===== src/source/memTestPkg.sv =====
/*
 * Memory tester package.
 * Shared width defaults, the command word from the tester to the
 * SRAM controller and the state encodings of both state machines.
 */
package memTestPkg;

	// **************************************************
	// Default sizes
	// **************************************************
	localparam int cpRamAdrsWidth = 18;	// Word address bits.
	localparam int cpRamDqWidth   = 16;	// Data bus width.
	localparam int cpReadWait     = 2;	// Extra read wait cycles.

	// **************************************************
	// Tester to controller command
	// **************************************************
	typedef struct packed {
		logic        ce;	// One-cycle command strobe.
		logic        write;	// 1 write, 0 read.
		logic [31:0] adrs;	// Low bits carry the word address.
	} memCmd_t;

	// Tester sequencer states.
	typedef enum logic [1:0] {
		testIdle,
		testWrite,
		testRead,
		testFinish
	} testState_e;

	// Controller pin phases.
	typedef enum logic [2:0] {
		sramIdle,
		sramSetup,
		sramStrobe,
		sramWait,
		sramHold
	} sramState_e;

endpackage


===== src/source/memTester.sv =====
`timescale 1ns/1ns
/*
 * Memory tester.
 * Writes an incrementing pattern to every address, then reads each
 * word back and compares it with a second counter. Keeps a sticky
 * error flag and the address of the first failing word, and pulses
 * done once after the last read.
 */
module memTester #(
	parameter int pRamAdrsWidth = memTestPkg::cpRamAdrsWidth,
	parameter int pRamDqWidth   = memTestPkg::cpRamDqWidth
)(
	input  logic                     iCLK,
	input  logic                     iRST,
	input  logic                     start,
	output memTestPkg::memCmd_t      cmd,
	output logic [pRamDqWidth-1:0]   wd,
	input  logic                     wEd,
	input  logic                     rEd,
	input  logic [pRamDqWidth-1:0]   rd,
	output logic                     done,
	output logic                     err,
	output logic [pRamAdrsWidth-1:0] errAdrs
);
	import memTestPkg::*;

	testState_e               rState;
	logic [pRamAdrsWidth-1:0] rAdrs;
	logic [pRamDqWidth-1:0]   rWd;		// Write pattern.
	logic [pRamDqWidth-1:0]   rComp;	// Expected read word.
	logic                     rCe;
	logic                     rWrite;
	logic                     rPend;	// Access in flight.
	logic                     rErr;
	logic [pRamAdrsWidth-1:0] rErrAdrs;
	logic                     qMaxAdrs;
	logic                     qMiss;

	assign qMaxAdrs = (rAdrs == {pRamAdrsWidth{1'b1}});
	assign qMiss    = rEd & (rd != rComp) & (rState == testRead);

	// **************************************************
	// Sequencer
	// **************************************************
	always_ff @(posedge iCLK)
	begin
		if (iRST)
		begin
			rState <= testIdle;
			rCe    <= 1'b0;
			rWrite <= 1'b0;
			rPend  <= 1'b0;
			rErr   <= 1'b0;
		end
		else
		begin
			rCe <= 1'b0;			// Strobe lasts one cycle.

			if (rCe)
				rPend <= 1'b1;
			else if (wEd | rEd)
				rPend <= 1'b0;

			case (rState)
				testIdle:
				begin
					if (start)
					begin
						rState <= testWrite;
						rCe    <= 1'b1;
						rWrite <= 1'b1;
						rErr   <= 1'b0;	// Cleared on every start.
					end
				end

				testWrite:
				begin
					if (wEd)
					begin
						rCe <= 1'b1;	// Next write, or first read.
						if (qMaxAdrs)
						begin
							rState <= testRead;
							rWrite <= 1'b0;
						end
					end
				end

				testRead:
				begin
					if (rEd)
					begin
						if (qMiss)
							rErr <= 1'b1;
						if (qMaxAdrs)
							rState <= testFinish;
						else
							rCe <= 1'b1;
					end
				end

				testFinish:
					rState <= testIdle;

				default:
					rState <= testIdle;
			endcase
		end
	end

	// **************************************************
	// Address, pattern and compare counters
	// **************************************************
	always_ff @(posedge iCLK)
	begin
		case (rState)
			testIdle:
			begin
				if (start)
				begin
					rAdrs    <= '0;
					rWd      <= '0;
					rComp    <= '0;
					rErrAdrs <= '0;
				end
			end

			testWrite:
			begin
				if (wEd)
				begin
					rAdrs <= rAdrs + 1'b1;	// Wraps to zero for the read pass.
					rWd   <= rWd + 1'b1;
				end
			end

			testRead:
			begin
				if (rEd)
				begin
					rAdrs <= rAdrs + 1'b1;
					rComp <= rComp + 1'b1;
					if (qMiss & ~rErr)
						rErrAdrs <= rAdrs;	// First failure only.
				end
			end

			default:
			begin
			end
		endcase
	end

	always_comb
	begin
		cmd.ce    = rCe;
		cmd.write = rWrite;
		cmd.adrs  = {{(32 - pRamAdrsWidth){1'b0}}, rAdrs};
	end

	assign wd      = rWd;
	assign done    = (rState == testFinish);
	assign err     = rErr;
	assign errAdrs = rErrAdrs;

	// No new command until the controller has answered the last one.
	assert property (@(posedge iCLK) disable iff (iRST) cmd.ce |-> !rPend)
		else $error("memTester: command issued with an access outstanding");

endmodule


===== src/source/sramController.sv =====
`timescale 1ns/1ns
/*
 * Asynchronous SRAM controller.
 * Turns one-cycle commands into setup, strobe and hold phases on the
 * SRAM pins. Reads wait a programmable number of cycles before the
 * data is registered; each access ends with a wEd or rEd pulse.
 */
module sramController #(
	parameter int pRamAdrsWidth = memTestPkg::cpRamAdrsWidth,
	parameter int pRamDqWidth   = memTestPkg::cpRamDqWidth,
	parameter int pReadWait     = memTestPkg::cpReadWait
)(
	input  logic                     iCLK,
	input  logic                     iRST,
	input  memTestPkg::memCmd_t      cmd,
	input  logic [pRamDqWidth-1:0]   wd,
	output logic                     wEd,
	output logic                     rEd,
	output logic [pRamDqWidth-1:0]   rd,
	output logic [pRamAdrsWidth-1:0] sramAdrs,
	output logic [pRamDqWidth-1:0]   sramDqOut,
	input  logic [pRamDqWidth-1:0]   sramDqIn,
	output logic                     sramCeN,
	output logic                     sramWeN,
	output logic                     sramOeN
);
	import memTestPkg::*;

	localparam int lpWaitWidth = (pReadWait > 0) ? $clog2(pReadWait + 1) : 1;

	sramState_e               rState;
	logic                     rWrite;
	logic [lpWaitWidth-1:0]   rWaitCnt;
	logic                     rCeN, rWeN, rOeN;
	logic                     rWEd, rREd;
	logic [pRamAdrsWidth-1:0] rAdrs;
	logic [pRamDqWidth-1:0]   rDqOut;
	logic [pRamDqWidth-1:0]   rRd;
	logic                     qWaitEnd;

	assign qWaitEnd = (rWaitCnt == lpWaitWidth'(pReadWait));

	// **************************************************
	// Pin phase state machine
	// **************************************************
	always_ff @(posedge iCLK)
	begin
		if (iRST)
		begin
			rState   <= sramIdle;
			rWrite   <= 1'b0;
			rWaitCnt <= '0;
			rCeN     <= 1'b1;
			rWeN     <= 1'b1;
			rOeN     <= 1'b1;
			rWEd     <= 1'b0;
			rREd     <= 1'b0;
		end
		else
		begin
			case (rState)
				sramIdle:
				begin
					rREd <= 1'b0;
					if (cmd.ce)
					begin
						rState <= sramSetup;
						rWrite <= cmd.write;
						rCeN   <= 1'b0;
						rOeN   <= cmd.write;	// Output enable for reads only.
					end
				end

				sramSetup:
				begin
					if (rWrite)
					begin
						rWeN   <= 1'b0;
						rState <= sramStrobe;
					end
					else
					begin
						rWaitCnt <= '0;
						rState   <= sramWait;
					end
				end

				sramStrobe:
				begin
					rWeN   <= 1'b1;			// Data latched on the rising edge.
					rWEd   <= 1'b1;
					rState <= sramHold;
				end

				sramHold:
				begin
					rWEd   <= 1'b0;
					rCeN   <= 1'b1;
					rState <= sramIdle;
				end

				sramWait:
				begin
					if (qWaitEnd)
					begin
						rREd   <= 1'b1;
						rOeN   <= 1'b1;
						rCeN   <= 1'b1;
						rState <= sramIdle;
					end
					else
						rWaitCnt <= rWaitCnt + 1'b1;
				end

				default:
					rState <= sramIdle;
			endcase
		end
	end

	// Address, write data and read capture.
	always_ff @(posedge iCLK)
	begin
		if (rState == sramIdle && cmd.ce)
		begin
			rAdrs  <= cmd.adrs[pRamAdrsWidth-1:0];
			rDqOut <= wd;
		end
		if (rState == sramWait && qWaitEnd)
			rRd <= sramDqIn;
	end

	assign sramAdrs  = rAdrs;
	assign sramDqOut = rDqOut;
	assign sramCeN   = rCeN;
	assign sramWeN   = rWeN;
	assign sramOeN   = rOeN;
	assign wEd       = rWEd;
	assign rEd       = rREd;
	assign rd        = rRd;

	// Bus contention on the SRAM data pins.
	assert property (@(posedge iCLK) disable iff (iRST) !(!sramWeN && !sramOeN))
		else $error("sramController: WE and OE low together");

	// A write strobe is one cycle wide and sits inside chip enable.
	assert property (@(posedge iCLK) disable iff (iRST)
		$fell(sramWeN) |-> !sramCeN ##1 (sramWeN && !sramCeN))
		else $error("sramController: malformed write strobe");

endmodule


===== src/source/memTestTop.sv =====
`timescale 1ns/1ns
/*
 * Memory test top level.
 * Connects the tester to the SRAM controller and brings out the
 * SRAM pins and the test status.
 */
module memTestTop #(
	parameter int pRamAdrsWidth = memTestPkg::cpRamAdrsWidth,
	parameter int pRamDqWidth   = memTestPkg::cpRamDqWidth,
	parameter int pReadWait     = memTestPkg::cpReadWait
)(
	input  logic                     iCLK,
	input  logic                     iRST,
	input  logic                     start,
	output logic                     done,
	output logic                     err,
	output logic [pRamAdrsWidth-1:0] errAdrs,
	// SRAM pins.
	output logic [pRamAdrsWidth-1:0] sramAdrs,
	output logic [pRamDqWidth-1:0]   sramDqOut,
	input  logic [pRamDqWidth-1:0]   sramDqIn,
	output logic                     sramCeN,
	output logic                     sramWeN,
	output logic                     sramOeN
);
	import memTestPkg::*;

	memCmd_t                cmd;
	logic [pRamDqWidth-1:0] wd;
	logic [pRamDqWidth-1:0] rd;
	logic                   wEd;
	logic                   rEd;

	// **************************************************
	// Pattern sequencer
	// **************************************************
	memTester #(
		.pRamAdrsWidth (pRamAdrsWidth),
		.pRamDqWidth   (pRamDqWidth)
	) u_memTester (
		.iCLK    (iCLK),
		.iRST    (iRST),
		.start   (start),
		.cmd     (cmd),
		.wd      (wd),
		.wEd     (wEd),
		.rEd     (rEd),
		.rd      (rd),
		.done    (done),
		.err     (err),
		.errAdrs (errAdrs)
	);

	// **************************************************
	// SRAM pin timing
	// **************************************************
	sramController #(
		.pRamAdrsWidth (pRamAdrsWidth),
		.pRamDqWidth   (pRamDqWidth),
		.pReadWait     (pReadWait)
	) u_sramController (
		.iCLK      (iCLK),
		.iRST      (iRST),
		.cmd       (cmd),
		.wd        (wd),
		.wEd       (wEd),
		.rEd       (rEd),
		.rd        (rd),
		.sramAdrs  (sramAdrs),
		.sramDqOut (sramDqOut),
		.sramDqIn  (sramDqIn),
		.sramCeN   (sramCeN),
		.sramWeN   (sramWeN),
		.sramOeN   (sramOeN)
	);

endmodule


===== config.mk =====
export PLATFORM = sky130hd
export DESIGN_NAME = memTestTop
export DESIGN_NICKNAME = d
export VERILOG_FILES = /design/src/source/memTestPkg.sv /design/src/source/memTester.sv /design/src/source/sramController.sv /design/src/source/memTestTop.sv
export SDC_FILE = /design/constraint.sdc
export NUM_CORES = 1
export LEC_CHECK = 0
export CAP_MARGIN = 20
export CORE_UTILIZATION = 50
export CTS_CLUSTER_DIAMETER = 50
export CTS_CLUSTER_SIZE = 24
export DETAILED_ROUTE_END_ITERATION = 12
export DONT_BUFFER_PORTS = 1
export SLEW_MARGIN = 20
export SYNTH_ARGS = -nofsm -noshare
export SYNTH_HDL_FRONTEND = slang
export SYNTH_SLANG_ARGS = --single-unit

===== constraint.sdc =====
create_clock -name iCLK -period 7.4 [get_ports iCLK]
set_clock_uncertainty 0.05 [all_clocks]
set_input_delay 2.22 -clock iCLK [delete_from_list [all_inputs] [get_ports iCLK]]
set_output_delay 2.22 -clock iCLK [all_outputs]
set_load 0.1 [all_outputs]

; ---- Yosys cells after proc, flatten, opt, wreduce, memory -nomap -nowiden
; Cells that the tools add are included.
[op_classes]
add_sub_neg = 4
n_eq_ne = 22
n_mux = 47
n_bitwise = 4
n_reduce_logical = 26
[op_table]
columns = operator, n
row1 = two-way mux 18 bit, 5
row2 = one-hot mux 16 bit (2 select lines), 2
row3 = one-hot mux 18 bit (3 select lines), 1
row4 = two-way mux 16 bit, 3
row5 = one-hot mux 18 bit (2 select lines), 1
row6 = "adder 16 x 1 -> 16 bit, second input constant", 2
row7 = "adder 18 x 1 -> 18 bit, second input constant", 1
row8 = "== test 18 bit, second input constant", 1
row9 = != test 16 bit, 1
row10 = AND reduction 4 bit, 4
row11 = two-way mux 1 bit, 15
row12 = AND reduction 3 bit, 5
row13 = two-way mux 2 bit, 7
row14 = "!= test 2 x 1 -> 1 bit, second input constant", 7
row15 = one-hot mux 1 bit (2 select lines), 6
row16 = one-hot mux 3 bit (4 select lines), 1
row17 = nonzero test 2 bit, 6
row18 = "!= test 2 bit, second input constant", 5
row19 = one-hot mux 2 bit (4 select lines), 1
row20 = AND reduction 2 bit, 4
row21 = "== test 2 bit, second input constant", 3
row22 = "== test 3 x 2 -> 1 bit, second input constant", 2
row23 = two-way mux 3 bit, 2
row24 = one-hot mux 1 bit (3 select lines), 2
row25 = 12 further kinds, 16
[word_totals]
regBits = 134
inputBits = 19
out_inout_bits = 57
word_cells = 122

; ---- Logic depth before layout (Yosys ltp)
; Gate-level depths: netlist of the first run.
[logic_depth]
ltp_word = 7
depth_mapped = 6
ltp_nobuf = 6

; ---- Hierarchy
; Synthesis of the first run repeated with hierarchy kept, for this count alone.
[hier_totals]
hier_cells = 461
hier_area_um2 = 5994.5
[by_module_without_submodules]
columns = module, n_inst, cells_each, area_per_inst_um2, seq_area_each_um2
row1 = memTester, 1, 354, 3955.0, 2142.1
row2 = sramController, 1, 107, 2039.5, 1721.7

; ---- Worst setup path before layout of the first run
; OpenSTA, ideal clock, no wires.
[synth_timing]
kind = input to register
start = input port start
end = register u_memTester.rErrAdrs[0] (netlist: u_memTester.errAdrs[0]) (enable)
setup_ps = 423
arrival_time_ps = 3946
t_required_ps = 6927
path_slack_ps = 2981
cell_stages = 3
n_path_buf = 0
cell_sequence = nand2b_1 nand3b_1 o32ai_1
[synth_between]
elab_chain_cells = 2
[synth_lines]
columns = item, line_no
row1 = "start, declared", memTestTop.sv:14  ; input logic start,
row2 = != test 2 bit (no source line), --
row3 = AND reduction 4 bit (no source line), --
row4 = "end signal, assigned", memTester.sv:144  ; rErrAdrs <= rAdrs;
row5 = "end, declared", memTester.sv:35  ; logic [pRamAdrsWidth-1:0] rErrAdrs;
; Every way passes these cells.
; A chain may end at the register's enable or synchronous reset.

; ---- Worst setup path after layout of the first run
[layout_timing]
start = register u_memTester.rState[1]
end = output port done
[layout_between]
elab_chain_cells = 1
[layout_lines]
columns = item, line_no
row1 = "start, declared", memTester.sv:27  ; testState_e rState;
row2 = "start signal, assigned", memTester.sv:49  ; rState <= testIdle;
row3 = "start signal, assigned", memTester.sv:69  ; rState <= testWrite;
row4 = "start signal, assigned", memTester.sv:83  ; rState <= testRead;
row5 = == test 2 bit, memTester.sv:162  ; assign done = (rState == testFinish);
row6 = "end, declared", memTestTop.sv:15  ; output logic done,
; Every way passes these cells.

==> flow_metrics.env, run 1 <==
export IMPL_pre_cts_ws_ns=3.596
export IMPL_crit_path_max_incr_delay_ns=0.86
export IMPL_nets=482
export IMPL_r2r_cells=6
export IMPL_first_pass_iters=4
export IMPL_finalWorstSetupSlack_ns=3.442
export IMPL_rsz0062_at_grt="false"
export IMPL_root_buffer="clkbuf_16"
export IMPL_setup_worst_path_end_class="output port"
export IMPL_tightest_slew_ns=1.088
export IMPL_netlist_area_leader_share=0.6096
export IMPL_io_pin_count=76
export IMPL_synthMuxAreaShare=0.005166
export IMPL_finalCriticalPeriod_ns=3.958
export IMPL_layout_cells_non_filler=610
export IMPL_avgSynthCellArea_um2=13.21
export IMPL_ant_nets=0
export IMPL_drt_iter0_drc=203
export IMPL_ys_top_cells_by_area="edfxtp_1, dfxtp_1, xnor2_1, and2_1, xor2_1"
export IMPL_worstPathRequired_ns=5.13
export IMPL_synth_top_family_by_area="simple AND/OR/NAND/NOR gates"
export IMPL_hp_class="flop to flop"
export IMPL_slew_violations=0
export IMPL_dpl_instance_area_um2=6007
export IMPL_dp_hpwl_um=7073
export IMPL_drt_total_wl_um=10800
export IMPL_drc=0
export IMPL_worstSetupStartpointType="flop"
export IMPL_vias=3371
export IMPL_path_cells="ha_1"
export IMPL_core_rowCount=39
export IMPL_fp_dieH_um=109.8
export IMPL_cp_max_fo=5
export IMPL_slew_headroom=0.2735
export IMPL_initial_utilization=0.5113
export IMPL_post_cts_buffers=0
export IMPL_ys_warnings_count=0
export IMPL_whs_path_depth=2
export IMPL_synth_distinct_cells=40
export IMPL_r2r_slack_ns=4.84
export IMPL_clkLatencyLatePin_ns=0.43
export IMPL_synth_xor_area_frac=0.07835
export IMPL_antenna_cells=0
export IMPL_n_fill_cell=910
export IMPL_dp_cells=578
export IMPL_r2r_start="u_memTester.rState[0]$_SDFFE_PP0P_"
export IMPL_critPathArrivalTime_ns=1.69
export IMPL_maxCapViolCount=0
export IMPL_min_to="u_sramController.rWaitCnt[1]$_SDFFE_PP0P_"
export IMPL_ys_ff_latch=134
export IMPL_cpMaxStageDelayCell="ha_1"
export IMPL_core_area_um2=11370
export IMPL_cts_hold_buf=0
export IMPL_worst_setup_path_type="flop to output port"
export IMPL_min_period_over_period=0.5349
export IMPL_yosysSeqAreaShare=0.6647
export IMPL_netlist_top_cells_count="edfxtp_1, and2_1, xnor2_1, nand2_1, nor2_1"
export IMPL_fin_area_um2=6634
export IMPL_synthFlopType="edfxtp_1"
export IMPL_r2r_end="u_memTester.errAdrs[14]$_SDFFCE_PN0P_"
export IMPL_viasPerCell=5.526
export IMPL_synth_edff_count=118
export IMPL_netlist_area_um2=5813
export IMPL_yosys_cell_count_top_type="edfxtp_1"
export IMPL_cts_resized=0
export IMPL_synth_async_reset_ratio=0
export IMPL_antenna_found_initial=0
export IMPL_hold_viol=0
export IMPL_cts_tree="done"
export IMPL_portBuffers=0
export IMPL_synth_compound_gate_area_share=0.04262
export IMPL_hp_start="u_sramController.rWaitCnt[1]$_SDFFE_PP0P_"
export IMPL_crit_buf_inv=0
export IMPL_grt_max_degree=42
export IMPL_crit_family="adder cells"
export IMPL_cts_sinks=134
export IMPL_gr_total_overflow=0
export IMPL_syn_nets=468
export IMPL_syn_inst=440
export IMPL_max_freq_ghz=0.2526
export IMPL_area_growth_pct=14.12
export IMPL_cts_buffers=17
export IMPL_drive_gt1_frac=0.08779
export IMPL_grt_pass1_wl_um=16880
export IMPL_setup_viol=0
export IMPL_path_clk_slew_ns=0.05
export IMPL_grt_pass1_vias=3302
export IMPL_clockBufferDepth=2
export IMPL_die_w_um=109.8
export IMPL_h_tree_depth=4
export IMPL_synth_area_leader_cell="edfxtp_1"
export IMPL_grt_usage=0.1953
export IMPL_drt_wirelength_per_cell_um=17.70
export IMPL_place_congestion=0.7932
export IMPL_synth_simple_area_share=0.1750
export IMPL_tns_ns=0
export IMPL_startpoint="u_memTester.rState[1]$_SDFFE_PP0P_"
export IMPL_yosys_area_share_adder=0.01937
export IMPL_status="completed"
export IMPL_fp_dieArea_um2=12060
-- flip-flops by register name, summed over array words and instances (netlist names), 2 cells and up --
signal                      count
u_memTester.errAdrs            18
u_memTester.rAdrs              18
u_memTester.rComp              16
u_memTester.rState              2
u_memTester.wd                 16
u_sramController.rState         3
u_sramController.rWaitCnt       2
u_sramController.rd            16
u_sramController.sramAdrs      18
u_sramController.sramDqOut     16
-- final cells by class --
| cell class | instances | area [um^2] | area share |
|---|---|---|---|
| Clock inverter | 7 | 87.58 | 0.01320 |
| Inverter | 14 | 52.55 | 0.007922 |
| Multi-Input combinational cell | 283 | 1882 | 0.2837 |
| Tap cell | 143 | 178.9 | 0.02697 |
| Sequential cell | 134 | 3864 | 0.5824 |
| Clock buffer | 25 | 539.3 | 0.08129 |
| Timing Repair Buffer | 4 | 30.03 | 0.004527 |
-- metrics by stage --
| step | utilization | hold WS [ns] |
|---|---|---|
| 6_report | 0.5835 | 0.4041 |
| 5_1_grt | 0.5835 | 0.4454 |
| 3_5_place_dp | 0.5283 | 0.3979 |
| 2_1_floorplan | - | 0.3856 |
| 3_3_place_gp | 0.5283 | 0.3870 |
| 4_1_cts | 0.5835 | 0.4050 |
-- cell usage in the layout (no fill, tap or decap), drive strengths merged, types with 4 or more instances in the layout --
| master | netlist | final |
|---|---|---|
| nor4 | 11 | 11 |
| and3 | 4 | 4 |
| nand2b | 6 | 6 |
| and4 | 4 | 4 |
| xnor2 | 36 | 36 |
| clkinv | 0 | 4 |
| dfxtp | 16 | 16 |
| inv | 14 | 14 |
| nor3 | 9 | 9 |
| nor2b | 5 | 5 |
| nor2 | 20 | 20 |
| a21boi | 5 | 5 |
| xor2 | 16 | 16 |
| nand4 | 16 | 16 |
| edfxtp | 118 | 118 |
| clkbuf | 9 | 25 |
| and2 | 48 | 48 |
| nand2 | 25 | 25 |
| buf | 0 | 4 |
| a21oi | 12 | 12 |
| or3 | 6 | 6 |
| nand3 | 18 | 18 |
| o21ai | 12 | 12 |
| ha | 9 | 9 |
-- logic make-up after synthesis --
family	after synthesis
flops	134
simple gates	179
compound gates	40
fa+ha+maj	9
xor+xnor	52
mux	3
buf+inv	23
-- worst max-delay path by stage --
stage | endpoint | slack, ns | cells past startpoint
4_1_cts | done | 3.43 | 1
5_1_grt | done | 3.38 | 1
3_5_place_dp | u_memTester.errAdrs[10]$_SDFFCE_PN0P_ | 3.60 | 3
3_3_place_gp | u_memTester.errAdrs[10]$_SDFFCE_PN0P_ | 3.61 | 3
2_1_floorplan | u_memTester.errAdrs[0]$_SDFFCE_PN0P_ | 2.98 | 3
6_report | done | 3.44 | 1
-- metal layers --
layer | up-vias | part of all wire | GRT usage | wire length, um
met1 | 1621 | 0.45 | 0.2509 | 4905
met3 | 23 | 0.059 | 0.07350 | 640
met2 | 88 | 0.47 | 0.2884 | 5030
li1 | 1639 | - | - | -
met5 | - | 0 | 0 | 0
met4 | 0 | 0.020 | 0.09810 | 221
Power of run 1 is not shown: default switching activity piles up to over one toggle a cycle in this logic, so the estimate is an artifact.
==> run 2, diff against run 1 <==
- PLACE_DENSITY: default -> 0.68
- clock period: 7.4 -> 3.3 ns (I/O delays scaled with it)
==> run 2 against run 1 <==
Register-to-register slack lost 3.8 ns. Die area unchanged. Cell area up 0.32%. Non-clock buffer count rose by 3. Setup slack lost 2.6 ns. Global-route usage decreased by 0.14 points. Final cell count rose by 0.49%. Sequential cell count did not move. First-iteration DRC count rose by 9.9%. Critical path type unchanged.
==> flow_metrics.env, run 2 (synthesis gave the netlist of run 1 again) <==
export IMPL_h_tree_depth=4
export IMPL_maxCapViolCount=0
export IMPL_n_fill_cell=905
export IMPL_clockBufferDepth=2
export IMPL_fp_dieH_um=109.8
export IMPL_core_area_um2=11370
export IMPL_tns_ns=0
export IMPL_drt_total_wl_um=10740
export IMPL_cts_buffers=17
export IMPL_vias=3425
export IMPL_hp_start="u_sramController.rWaitCnt[1]$_SDFFE_PP0P_"
export IMPL_r2r_cells=5
export IMPL_portBuffers=0
export IMPL_die_w_um=109.8
export IMPL_hp_class="flop to flop"
export IMPL_max_freq_ghz=0.4087
export IMPL_r2r_start="u_memTester.rComp[4]$_SDFFCE_PN0P_"
export IMPL_worstPathRequired_ns=2.26
export IMPL_r2r_end="u_memTester.errAdrs[7]$_SDFFCE_PN0P_"
export IMPL_multi_input_area_um2=1882
export IMPL_cts_resized=0
export IMPL_antenna_found_initial=0
export IMPL_drt_iter0_drc=223
export IMPL_gr_total_overflow=0
export IMPL_first_pass_iters=4
export IMPL_cts_sinks=134
export IMPL_dpl_instance_area_um2=6030
export IMPL_grt_pass1_wl_um=16850
export IMPL_tightest_slew_ns=1.006
export IMPL_final_common_cell="edfxtp_1"
export IMPL_antenna_cells=0
export IMPL_setup_worst_path_end_class="output port"
export IMPL_post_cts_buffers=0
export IMPL_setup_viol=0
export IMPL_hold_viol=0
export IMPL_ant_nets=0
export IMPL_min_to="u_sramController.rWaitCnt[1]$_SDFFE_PP0P_"
export IMPL_startpoint="u_sramController.sramWeN$_SDFFE_PP1P_"
export IMPL_dp_hpwl_um=6919
export IMPL_nets=485
export IMPL_io_pin_count=76
export IMPL_drive_gt1_frac=0.09787
export IMPL_whs_path_depth=2
export IMPL_status="completed"
export IMPL_path_clk_slew_ns=0.06
export IMPL_final_cell_mix="edfxtp_1, and2_1, xnor2_1, nand2_1, nor2_1"
export IMPL_clkLatencyLatePin_ns=0.42
export IMPL_cts_hold_buf=0
export IMPL_area_growth_pct=14.49
export IMPL_r2r_slack_ns=1.09
export IMPL_root_buffer="clkbuf_16"
export IMPL_rsz0062_at_grt="false"
export IMPL_slew_headroom=0.3285
export IMPL_place_congestion=0.7784
export IMPL_drt_wirelength_per_cell_um=17.52
export IMPL_fin_area_um2=6655
export IMPL_fp_dieArea_um2=12060
export IMPL_min_period_over_period=0.7414
export IMPL_worst_setup_path_type="flop to output port"
export IMPL_cts_tree="done"
export IMPL_cp_max_fo=3
export IMPL_drc=0
export IMPL_initial_utilization=0.5113
export IMPL_worstSetupStartpointType="flop"
export IMPL_regArea_um2=3864
export IMPL_finalCriticalPeriod_ns=2.447
export IMPL_grt_usage=0.1940
export IMPL_core_rowCount=39
export IMPL_grt_pass1_vias=3361
export IMPL_grt_max_degree=33
export IMPL_viasPerCell=5.587
export IMPL_slew_violations=0
export IMPL_critPathArrivalTime_ns=1.41
run 2: cell count changes in the layout (fill, tap and decap cells not counted):
| cell | change |
|---|---|
| clkbuf_16 | -3 |
| buf_4 | +3 |
| clkinvlp_4 | +2 |
| clkinv_2 | -2 |
| clkinv_4 | +2 |
| inv_6 | +3 |
| clkbuf_1 | -3 |
| bufinv_16 | +2 |
| clkbuf_8 | -2 |
| clkinv_1 | +1 |
run 2: routing by layer:
layer  global-route usage  vias up  part of all wire
li1                     -     1653                 -
met1               0.2226     1664              0.44
met2               0.3152       90              0.49
met3              0.08002       18             0.058
met4              0.08952        0             0.021
met5                    0        -                 0
run 2: stage by stage:
step | util | instances | hold WS, ns | worst slack [ns]
final | 0.5853 | 613 | 0.4213 | 0.8535
after global routing | 0.5853 | 613 | 0.4478 | 0.8221
after CTS | 0.5853 | 613 | 0.4172 | 0.8317
after detailed placement | 0.5303 | 581 | 0.4094 | 1.053
after global placement | 0.5303 | 581 | 0.3881 | 1.095
after floorplan | - | 440 | 0.3856 | 0.1111
run 2: worst max-delay path by stage:
stage,endpoint,slack [ns],depth (start not counted)
5_1_grt,errAdrs[17],0.82,0
6_report,sramWeN,0.85,0
3_5_place_dp,u_memTester.wd[10]$_SDFFCE_PN0P_,1.05,3
2_1_floorplan,u_memTester.errAdrs[0]$_SDFFCE_PN0P_,0.11,3
3_3_place_gp,u_memTester.errAdrs[6]$_SDFFCE_PN0P_,1.10,4
4_1_cts,sramWeN,0.83,0
run 2: final cells by class:
cell class,count,share of cell area
sequential,134,0.5806
multi-input combinational,283,0.2828
clock buffer,17,0.06392
clock inverter,15,0.03008
tap,143,0.02688
timing repair buffer,7,0.007896
inverter,14,0.007896
Power of run 2 is left out for the same reason.
